==> config.mk <==
export PLATFORM = sky130hd
export DESIGN_NAME = arm_dp_core
export DESIGN_NICKNAME = d
export VERILOG_FILES = /design/src/rtl/arm_dp_pkg.sv /design/src/rtl/arm_dp_core.sv /design/src/rtl/writeback_stage.sv /design/src/rtl/barrel_shifter.sv /design/src/rtl/alu_unit.sv /design/src/rtl/decode_stage.sv /design/src/rtl/reg_file.sv
export SDC_FILE = /design/constraint.sdc
export NUM_CORES = 2
export LEC_CHECK = 0
export BUFFER_PORTS_ARGS = -buffer_cell sky130_fd_sc_hd__buf_2
export CAP_MARGIN = 10
export CORE_MARGIN = 2
export CORE_UTILIZATION = 44
export DETAILED_ROUTE_END_ITERATION = 7
export HOLD_SLACK_MARGIN = 0.12
export PLACE_DENSITY = 0.56
export SYNTH_ARGS = -nofsm -noshare
export SYNTH_HDL_FRONTEND = slang
export SYNTH_SLANG_ARGS = --single-unit
==> constraint.sdc <==
create_clock -name clk -period 22.6 [get_ports clk]
set_clock_uncertainty 0.05 [all_clocks]
set_input_delay 6.78 -clock clk [delete_from_list [all_inputs] [get_ports clk]]
set_output_delay 6.78 -clock clk [all_outputs]
set_load 0.005 [all_outputs]
==> src/rtl/arm_dp_pkg.sv <==
package arm_dp_pkg;

    // datapath sizes
    localparam int DATA_W     = 32;
    localparam int REG_ADDR_W = 4;
    localparam int NUM_REGS   = 16;
    localparam int SHAMT_W    = 5;

    // data-processing instruction fields
    localparam int IMM_BIT    = 25;
    localparam int OPCODE_LSB = 21;
    localparam int SBIT       = 20;
    localparam int RN_LSB     = 16;
    localparam int RD_LSB     = 12;
    localparam int SHAMT_LSB  = 7;
    localparam int SHTYPE_LSB = 5;
    localparam int RM_LSB     = 0;
    localparam int IMM_W      = 8;

    // supported opcodes, ARM encodings
    typedef enum logic [3:0] {
        OP_AND = 4'b0000,
        OP_EOR = 4'b0001,
        OP_SUB = 4'b0010,
        OP_RSB = 4'b0011,
        OP_ADD = 4'b0100,
        OP_ORR = 4'b1100,
        OP_MOV = 4'b1101,
        OP_MVN = 4'b1111
    } alu_op_t;

    typedef enum logic [1:0] {
        SH_LSL = 2'b00,
        SH_LSR = 2'b01,
        SH_ASR = 2'b10,
        SH_ROR = 2'b11
    } shift_t;

    // bit positions in the nzcv vector
    localparam int FLAG_N = 3;
    localparam int FLAG_Z = 2;
    localparam int FLAG_C = 1;
    localparam int FLAG_V = 0;

endpackage
==> src/rtl/arm_dp_core.sv <==
`timescale 1ns/100ps

module arm_dp_core import arm_dp_pkg::*; (
    input  logic                  clk,
    input  logic                  reset,
    input  logic                  instr_valid,
    input  logic [DATA_W-1:0]     instr,
    output logic                  result_valid,
    output logic [DATA_W-1:0]     result,
    output logic [REG_ADDR_W-1:0] result_rd,
    output logic [3:0]            flags
);

    logic [REG_ADDR_W-1:0] ra1;
    logic [REG_ADDR_W-1:0] ra2;
    logic [DATA_W-1:0]     rd1;
    logic [DATA_W-1:0]     rd2;
    logic                  wb_we;
    logic [REG_ADDR_W-1:0] wb_rd;
    logic [DATA_W-1:0]     wb_data;
    logic                  ex_we;
    alu_op_t               ex_op;
    logic                  ex_set_flags;
    logic [REG_ADDR_W-1:0] ex_rd;
    logic [DATA_W-1:0]     ex_a;
    logic [DATA_W-1:0]     ex_b;
    shift_t                ex_shift;
    logic [SHAMT_W-1:0]    ex_shamt;
    logic                  ex_use_shifter;
    logic [DATA_W-1:0]     alu_y;
    logic                  alu_carry;
    logic                  alu_overflow;
    logic [DATA_W-1:0]     shift_y;

    ////////////////////////////////////////////////////////////////////////////
    // decode and register file
    reg_file reg_file_i (
        .clk(clk), .reset(reset),
        .ra1(ra1), .ra2(ra2), .rd1(rd1), .rd2(rd2),
        .we(wb_we), .wa(wb_rd), .wd(wb_data)
    );

    decode_stage decode_stage_i (
        .clk(clk), .reset(reset),
        .instr_valid(instr_valid), .instr(instr),
        .ra1(ra1), .ra2(ra2), .rd1(rd1), .rd2(rd2),
        .wb_we(wb_we), .wb_rd(wb_rd), .wb_data(wb_data),
        .ex_we(ex_we), .ex_op(ex_op), .ex_set_flags(ex_set_flags), .ex_rd(ex_rd),
        .ex_a(ex_a), .ex_b(ex_b), .ex_shift(ex_shift), .ex_shamt(ex_shamt),
        .ex_use_shifter(ex_use_shifter)
    );

    ////////////////////////////////////////////////////////////////////////////
    // execute, alu and shifter side by side
    alu_unit alu_unit_i (
        .a(ex_a), .b(ex_b), .op(ex_op), .flags(flags),
        .y(alu_y), .carry(alu_carry), .overflow(alu_overflow)
    );

    barrel_shifter barrel_shifter_i (
        .value(ex_b), .shift(ex_shift), .shamt(ex_shamt), .y(shift_y)
    );

    writeback_stage writeback_stage_i (
        .clk(clk), .reset(reset),
        .ex_we(ex_we), .ex_set_flags(ex_set_flags), .ex_rd(ex_rd),
        .ex_use_shifter(ex_use_shifter),
        .alu_y(alu_y), .alu_carry(alu_carry), .alu_overflow(alu_overflow),
        .shift_y(shift_y),
        .wb_we(wb_we), .wb_rd(wb_rd), .wb_data(wb_data),
        .result_valid(result_valid), .result(result), .result_rd(result_rd),
        .flags(flags)
    );

endmodule

==> src/rtl/writeback_stage.sv <==
`timescale 1ns/100ps

module writeback_stage import arm_dp_pkg::*; (
    input  logic                  clk,
    input  logic                  reset,
    input  logic                  ex_we,
    input  logic                  ex_set_flags,
    input  logic [REG_ADDR_W-1:0] ex_rd,
    input  logic                  ex_use_shifter,
    input  logic [DATA_W-1:0]     alu_y,
    input  logic                  alu_carry,
    input  logic                  alu_overflow,
    input  logic [DATA_W-1:0]     shift_y,
    output logic                  wb_we,
    output logic [REG_ADDR_W-1:0] wb_rd,
    output logic [DATA_W-1:0]     wb_data,
    output logic                  result_valid,
    output logic [DATA_W-1:0]     result,
    output logic [REG_ADDR_W-1:0] result_rd,
    output logic [3:0]            flags
);

    logic [DATA_W-1:0] sel_y;
    logic [3:0]        flags_next;

    assign sel_y = ex_use_shifter ? shift_y : alu_y;

    // register file write and forwarding source
    assign wb_we   = ex_we;
    assign wb_rd   = ex_rd;
    assign wb_data = sel_y;

    // nz from the chosen result, cv only from the adder path
    always_comb begin
        flags_next         = flags;
        flags_next[FLAG_N] = sel_y[DATA_W-1];
        flags_next[FLAG_Z] = (sel_y == '0);
        if (!ex_use_shifter) begin
            flags_next[FLAG_C] = alu_carry;
            flags_next[FLAG_V] = alu_overflow;
        end
    end

    always_ff @(posedge clk or posedge reset) begin
        if (reset) begin
            result_valid <= 1'b0;
            flags        <= '0;
        end else begin
            result_valid <= ex_we;
            if (ex_we && ex_set_flags) begin
                flags <= flags_next;
            end
        end
    end

    always_ff @(posedge clk) begin
        result    <= sel_y;
        result_rd <= ex_rd;
    end

endmodule

==> src/rtl/barrel_shifter.sv <==
`timescale 1ns/100ps

module barrel_shifter import arm_dp_pkg::*; (
    input  logic [DATA_W-1:0]  value,
    input  shift_t             shift,
    input  logic [SHAMT_W-1:0] shamt,
    output logic [DATA_W-1:0]  y
);

    logic [DATA_W-1:0] stage [SHAMT_W+1];

    function automatic logic [DATA_W-1:0] bit_rev(input logic [DATA_W-1:0] v);
        logic [DATA_W-1:0] r;
        for (int i = 0; i < DATA_W; i++) begin
            r[i] = v[DATA_W-1-i];
        end
        return r;
    endfunction

    // everything shifts right, lsl runs on the bit-reversed word
    assign stage[0] = (shift == SH_LSL) ? bit_rev(value) : value;

    // stage i moves by 2**i when shamt bit i is set
    for (genvar i = 0; i < SHAMT_W; i++) begin : g_stage
        logic [(1<<i)-1:0] fill;

        always_comb begin
            case (shift)
                SH_ASR:  fill = {(1<<i){stage[i][DATA_W-1]}};
                SH_ROR:  fill = stage[i][(1<<i)-1:0];
                default: fill = '0;
            endcase
        end

        assign stage[i+1] = shamt[i] ? {fill, stage[i][DATA_W-1:(1<<i)]} : stage[i];
    end

    assign y = (shift == SH_LSL) ? bit_rev(stage[SHAMT_W]) : stage[SHAMT_W];

endmodule

==> src/rtl/alu_unit.sv <==
`timescale 1ns/100ps

module alu_unit import arm_dp_pkg::*; (
    input  logic [DATA_W-1:0] a,
    input  logic [DATA_W-1:0] b,
    input  alu_op_t           op,
    input  logic [3:0]        flags,
    output logic [DATA_W-1:0] y,
    output logic              carry,
    output logic              overflow
);

    logic [DATA_W-1:0] add_x;
    logic [DATA_W-1:0] add_y;
    logic              add_cin;
    logic [DATA_W:0]   sum;
    logic              is_arith;

    // one adder serves add, sub and rsb
    // subtract as x + ~y + 1, carry set means no borrow
    always_comb begin
        add_x   = a;
        add_y   = b;
        add_cin = 1'b0;
        case (op)
            OP_SUB: begin
                add_y   = ~b;
                add_cin = 1'b1;
            end
            OP_RSB: begin
                add_x   = b;
                add_y   = ~a;
                add_cin = 1'b1;
            end
            default: ;
        endcase
    end

    assign sum = {1'b0, add_x} + {1'b0, add_y} + {{DATA_W{1'b0}}, add_cin};

    always_comb begin
        case (op)
            OP_AND:  y = a & b;
            OP_EOR:  y = a ^ b;
            OP_ORR:  y = a | b;
            OP_MOV:  y = b;
            OP_MVN:  y = ~b;
            OP_SUB, OP_RSB, OP_ADD: y = sum[DATA_W-1:0];
            default: y = '0;
        endcase
    end

    // logical ops leave c and v as they were
    assign is_arith = (op == OP_ADD) || (op == OP_SUB) || (op == OP_RSB);
    assign carry    = is_arith ? sum[DATA_W] : flags[FLAG_C];
    assign overflow = is_arith ? ((add_x[DATA_W-1] == add_y[DATA_W-1]) &&
                                  (sum[DATA_W-1] != add_x[DATA_W-1]))
                               : flags[FLAG_V];

endmodule

==> src/rtl/decode_stage.sv <==
`timescale 1ns/100ps

module decode_stage import arm_dp_pkg::*; (
    input  logic                  clk,
    input  logic                  reset,
    input  logic                  instr_valid,
    input  logic [DATA_W-1:0]     instr,
    output logic [REG_ADDR_W-1:0] ra1,
    output logic [REG_ADDR_W-1:0] ra2,
    input  logic [DATA_W-1:0]     rd1,
    input  logic [DATA_W-1:0]     rd2,
    input  logic                  wb_we,
    input  logic [REG_ADDR_W-1:0] wb_rd,
    input  logic [DATA_W-1:0]     wb_data,
    output logic                  ex_we,
    output alu_op_t               ex_op,
    output logic                  ex_set_flags,
    output logic [REG_ADDR_W-1:0] ex_rd,
    output logic [DATA_W-1:0]     ex_a,
    output logic [DATA_W-1:0]     ex_b,
    output shift_t                ex_shift,
    output logic [SHAMT_W-1:0]    ex_shamt,
    output logic                  ex_use_shifter
);

    logic                  instr_valid_q;
    logic [DATA_W-1:0]     instr_q;
    logic [3:0]            opcode;
    logic                  imm_sel;
    logic [SHAMT_W-1:0]    shamt;
    logic                  supported;
    logic [DATA_W-1:0]     opnd_a;
    logic [DATA_W-1:0]     opnd_rm;

    // instruction capture
    always_ff @(posedge clk or posedge reset) begin
        if (reset) begin
            instr_valid_q <= 1'b0;
        end else begin
            instr_valid_q <= instr_valid;
        end
    end

    always_ff @(posedge clk) begin
        instr_q <= instr;
    end

    ////////////////////////////////////////////////////////////////////////////
    // field decode
    assign opcode  = instr_q[OPCODE_LSB +: 4];
    assign imm_sel = instr_q[IMM_BIT];
    assign shamt   = instr_q[SHAMT_LSB +: SHAMT_W];
    assign ra1     = instr_q[RN_LSB +: REG_ADDR_W];
    assign ra2     = instr_q[RM_LSB +: REG_ADDR_W];

    always_comb begin
        case (opcode)
            OP_AND, OP_EOR, OP_SUB, OP_RSB,
            OP_ADD, OP_ORR, OP_MOV, OP_MVN: supported = 1'b1;
            default:                        supported = 1'b0;
        endcase
    end

    // result of the instruction ahead wins over the stale register value
    assign opnd_a  = (wb_we && wb_rd == ra1) ? wb_data : rd1;
    assign opnd_rm = (wb_we && wb_rd == ra2) ? wb_data : rd2;

    ////////////////////////////////////////////////////////////////////////////
    // execute register
    always_ff @(posedge clk or posedge reset) begin
        if (reset) begin
            ex_we <= 1'b0;
        end else begin
            ex_we <= instr_valid_q && supported;
        end
    end

    always_ff @(posedge clk) begin
        ex_op          <= alu_op_t'(opcode);
        ex_set_flags   <= instr_q[SBIT];
        ex_rd          <= instr_q[RD_LSB +: REG_ADDR_W];
        ex_a           <= opnd_a;
        ex_b           <= imm_sel ? {{(DATA_W-IMM_W){1'b0}}, instr_q[IMM_W-1:0]} : opnd_rm;
        ex_shift       <= shift_t'(instr_q[SHTYPE_LSB +: 2]);
        ex_shamt       <= shamt;
        // only a register mov with a real shift goes through the shifter
        ex_use_shifter <= (opcode == OP_MOV) && !imm_sel && (shamt != '0);
    end

endmodule

==> src/rtl/reg_file.sv <==
`timescale 1ns/100ps

module reg_file import arm_dp_pkg::*; (
    input  logic                  clk,
    input  logic                  reset,
    input  logic [REG_ADDR_W-1:0] ra1,
    input  logic [REG_ADDR_W-1:0] ra2,
    output logic [DATA_W-1:0]     rd1,
    output logic [DATA_W-1:0]     rd2,
    input  logic                  we,
    input  logic [REG_ADDR_W-1:0] wa,
    input  logic [DATA_W-1:0]     wd
);

    logic [DATA_W-1:0] regs [NUM_REGS];

    // single write port, lands on the clock edge
    always_ff @(posedge clk or posedge reset) begin
        if (reset) begin
            for (int i = 0; i < NUM_REGS; i++) begin
                regs[i] <= '0;
            end
        end else if (we) begin
            regs[wa] <= wd;
        end
    end

    // both reads are combinational
    // same-cycle writes are covered by forwarding in decode
    assign rd1 = regs[ra1];
    assign rd2 = regs[ra2];

endmodule

==> summary.txt <==
Floorplan
  – Die width: 303 um
  – Initial cell density of the core: 44.5%
  – Core area: 88500 sq um
  – Ports: 76
  – Chip Height: 303 um
  – Die area: 91900 sq um
  – Core Rows: 109

Worst setup path
  – CP most frequent cell: buf_4
  – R2R cell count: 19
  – Cell Chain, Critical Path: buf_2 > inv_8 > buf_4 > buf_4
  – Crit path max-delay family: buffers and inverters
  – WS Path Type: in -> async
  – Worst-path fanout max: 121
  – Data arrival, critical path: 9330 ps
  – Worst R2R Setup Slack: 15620 ps
  – Setup crit end kind: asynchronous set/reset pin
  – Reg2Reg Launch Point: decode_stage_i.ex_op[3]$_DFF_P_
  – Slowest stage delay, CP: 860 ps
  – CP max stage cell: buf_4
  – Startpoint types: input pin
  – FF-to-FF End: writeback_stage_i.flags[2]$_DFFE_PP0P_
  – WP data required: 23150 ps
  – Worst path buffer plus inverter count: 4

Placed design
  – Post-place instance area: 40600 sq um
  – Gpl congestion: 1.02
  – Pre-CTS setup slack: 13000 ps
  – DP Wirelength: 82900 um
  – PortBufs: 69

Clock tree
  – Hold-fix buffers at CTS: 0
  – CTS tree: done
  – Clock slew at reported path FFs: 60 ps
  – H-Tree Depth: 3
  – Clk Latency, worst-skew pair: 650 ps
  – Deepest clock path buffer count: 3
  – # resized after CTS: 0
  – Setup Fix Bufs, Post-CTS: 0
  – Clock sinks: 663
  – Total CTS buffers: 76
  – Clock root cell: clkbuf_16

Power
  – Net Sw Frac: 31.9%
  – Seq pwr share: 41.3%
  – Leak Pwr: 0.0180 uW
  – Maximum VDD drop: 0.0000558 V
  – Combinational share of power: 26.0%
  – NetSw: 1230 uW
  – Int Power: 2630 uW
  – Clock share of power: 32.7%
  – Pwr dens: 89.5 nW/um^2

Finish
  – Most frequent cells in the layout: 519 x dfrtp_1, 407 x nor2_1, 379 x nand2_1
  – Post-layout util: 48.7%
  – Nets: 3794
  – Final Cell Area: 43100 sq um
  – Share of layout cells above drive strength 1: 22.2%
  – Area grow syn2layout: 9.50%
  – Commonest non-fill, non-tap cell in the layout: dfrtp_1

STA
  – Fmax achieved: 114 MHz
  – RSZ-0062 raised after global routing: false
  – Final WS setup: 13820 ps
  – Rel. slew slack: 13.4%
  – Setup TNS: 0 ps
  – Max Slew Vio Count: 0
  – Hold slack: 275 ps
  – Worst slew pin tran: 1270 ps
  – Post-layout minimum cycle time: 8780 ps
  – Crit share post-route: 38.8%
  – # setup viols final: 0
  – Final hold vios: 0

Logic synthesis
  – Synth area leaders: dfrtp_1 33%, mux4_2 20%, dfxtp_1 7.3%
  – Syn Nets: 3935
  – Synth area leader: dfrtp_1
  – #FFs+latches synth: 663
  – Cells after synthesis: 3803
  – Yosys top cell area share: 33.0%
  – Avg Inst Size Synth: 10.4 sq um
  – Synthesized area: 39400 sq um
  – Synth warnings: 0
  – Share of synthesized registers carrying an async set or reset: 78.3%
  – EDFF count, synth: 0
  – Sequential share of the synthesized area: 40.3%
  – Main flop type after synthesis: dfrtp_1
  – Unique masters post-synth: 89

Route
  – Routed vias/inst: 6.22
  – Detailed Route Iter0 Violations: 2959
  – Pre-Repair DR Iteration Count: 5
  – DRT Wirelength: 129000 um
  – WL per Instance: 26.3 um
  – DRC violations left: 0
  – Vias post-DR: 30400
  – Post-route antenna net violation count: 0

GRT
  – Total grt overflow: 0
  – Vias in the first global route: 29300
  – Initial antenna violation count: 1
  – Global Route Usage Sum: 28.3%
  – First-pass GRT wire length: 194000 um
  – Largest net degree at the start of global routing: 122

Outcome
  – Status: finished clean

Min path
  – Hold path start: decode_stage_i.instr_q[12]$_DFF_P_
  – Hold path cells: 0
  – Hold Path Sink: decode_stage_i.ex_rd[0]$_DFF_P_
  – Worst hold path class: reg -> reg

Run
  – MaxCap Viol Count: 0
## how the worst max path moves through the flow
| stage | start | endpoint | slack [ps] | depth (start not counted) |
|---|---|---|---|---|
| after floorplan | reset | decode_stage_i.ex_we$_DFF_PP0_ | 1270 | 1 |
| final | reset | reg_file_i.regs[486]$_DFFE_PP0P_ | 13820 | 4 |
| after global placement | reset | reg_file_i.regs[126]$_DFFE_PP0P_ | 13010 | 4 |
| after global routing | reset | reg_file_i.regs[351]$_DFFE_PP0P_ | 13380 | 4 |
| after CTS | reset | reg_file_i.regs[127]$_DFFE_PP0P_ | 13680 | 4 |
| after detailed placement | reset | reg_file_i.regs[126]$_DFFE_PP0P_ | 13000 | 4 |
## state kept, by name, summed over array words and instances, names as in the netlist, 4 cells and up
name	cells
decode_stage_i.ex_b	32
writeback_stage_i.result_rd	4
writeback_stage_i.flags	4
decode_stage_i.ex_rd	4
decode_stage_i.ex_op	4
decode_stage_i.ex_a	32
decode_stage_i.instr_q	26
writeback_stage_i.result	32
decode_stage_i.ex_shamt	5
reg_file_i.regs	512
## synth_stat cells (6+ instances only)
library cell	instances
xor2_1	33
mux2_2	138
buf_2	12
a211oi_1	21
and3_1	8
and2_1	9
dfrtp_1	519
a22oi_1	12
o22ai_1	30
o21bai_1	9
nand2b_1	11
dfxtp_1	144
o32ai_1	6
o211a_1	8
nor3_1	58
nor2_1	418
o211ai_1	9
o21a_1	21
a21oi_1	374
o31ai_1	9
ha_1	95
o221ai_1	6
a21o_1	8
or2_2	6
nand3_1	31
a32oi_1	6
mux4_2	348
mux2i_1	59
xnor2_1	27
or3_1	12
a221oi_1	33
nand4_1	11
inv_1	111
a221o_1	8
a211o_1	19
o21ai_0	323
nor2b_1	7
nor4_1	8
buf_1	41
clkbuf_1	309
nand2_1	381
## worst reg2reg max path: stages (launching register included)
cell       delay [ps]
dfxtp_1           520
nor2_1            110
nand2_2           110
buf_4             660
nor3_1             90
a211oi_1          310
fa_1              330
inv_1              90
fa_1              470
a21o_1            230
a221o_1           420
a211oi_1          570
nor4_1            180
nor2_1            360
nor3_1            140
nor3_1            360
xnor2_1           170
a2111oi_4        1110
nand4_1           320
o31ai_2           280
## per-layer routing
metal  wire (um)  vias to the layer above  track usage (%)
met5           0                        -                0
met2       59400                     1133             44.3
li1            -                    13600                -
met4        3540                        0             8.62
met3        8790                      215             3.88
met1       57000                    15400             41.1
## stage by stage
step                      total power (uW)  std cells
after floorplan                       2310       3803
after global placement                2580       4749
after detailed placement              2610       4749
after CTS                             3870       4888
after global routing                  4060       4888
final                                 3860       4890
## power by group through the flow
| stage | registers (uW) | logic, uW | clock network (uW) |
|---|---|---|---|
| after global placement | 1600 | 980 | 0 |
| after CTS | 1590 | 997 | 1290 |
| after detailed placement | 1610 | 994 | 0 |
| after global routing | 1620 | 1100 | 1340 |
| final | 1600 | 1000 | 1260 |
| after floorplan | 1530 | 775 | 0 |
## cell type report
type / instances / area, sq um
clock buffers: 113 / 2310
repair buffers: 150 / 966
fillers: 8087 / 45400
inverters: 114 / 435
multi-input cells: 2657 / 21800
diodes: 2 / 5.00
flip-flops and latches: 663 / 15900
clock inverters: 26 / 248
well taps: 1165 / 1460
## cells by family (layout without fill, tap and decap cells)
group                    after synthesis  count (layout)  synth area share (%)
XOR/XNOR                              60              60                  1.33
AO/OA/AOI/OAI                        970             970                  14.8
buffers and inverters                483             403                  4.74
other                                  0               2                     0
adder cells (fa/ha/maj)               97              97                  3.12
flip-flops                           663             663                  40.3
multiplexers                         546             546                  25.4
AND/OR/NAND/NOR                      984             984                  10.4
Note: power is estimated with default switching activity, not from simulation.
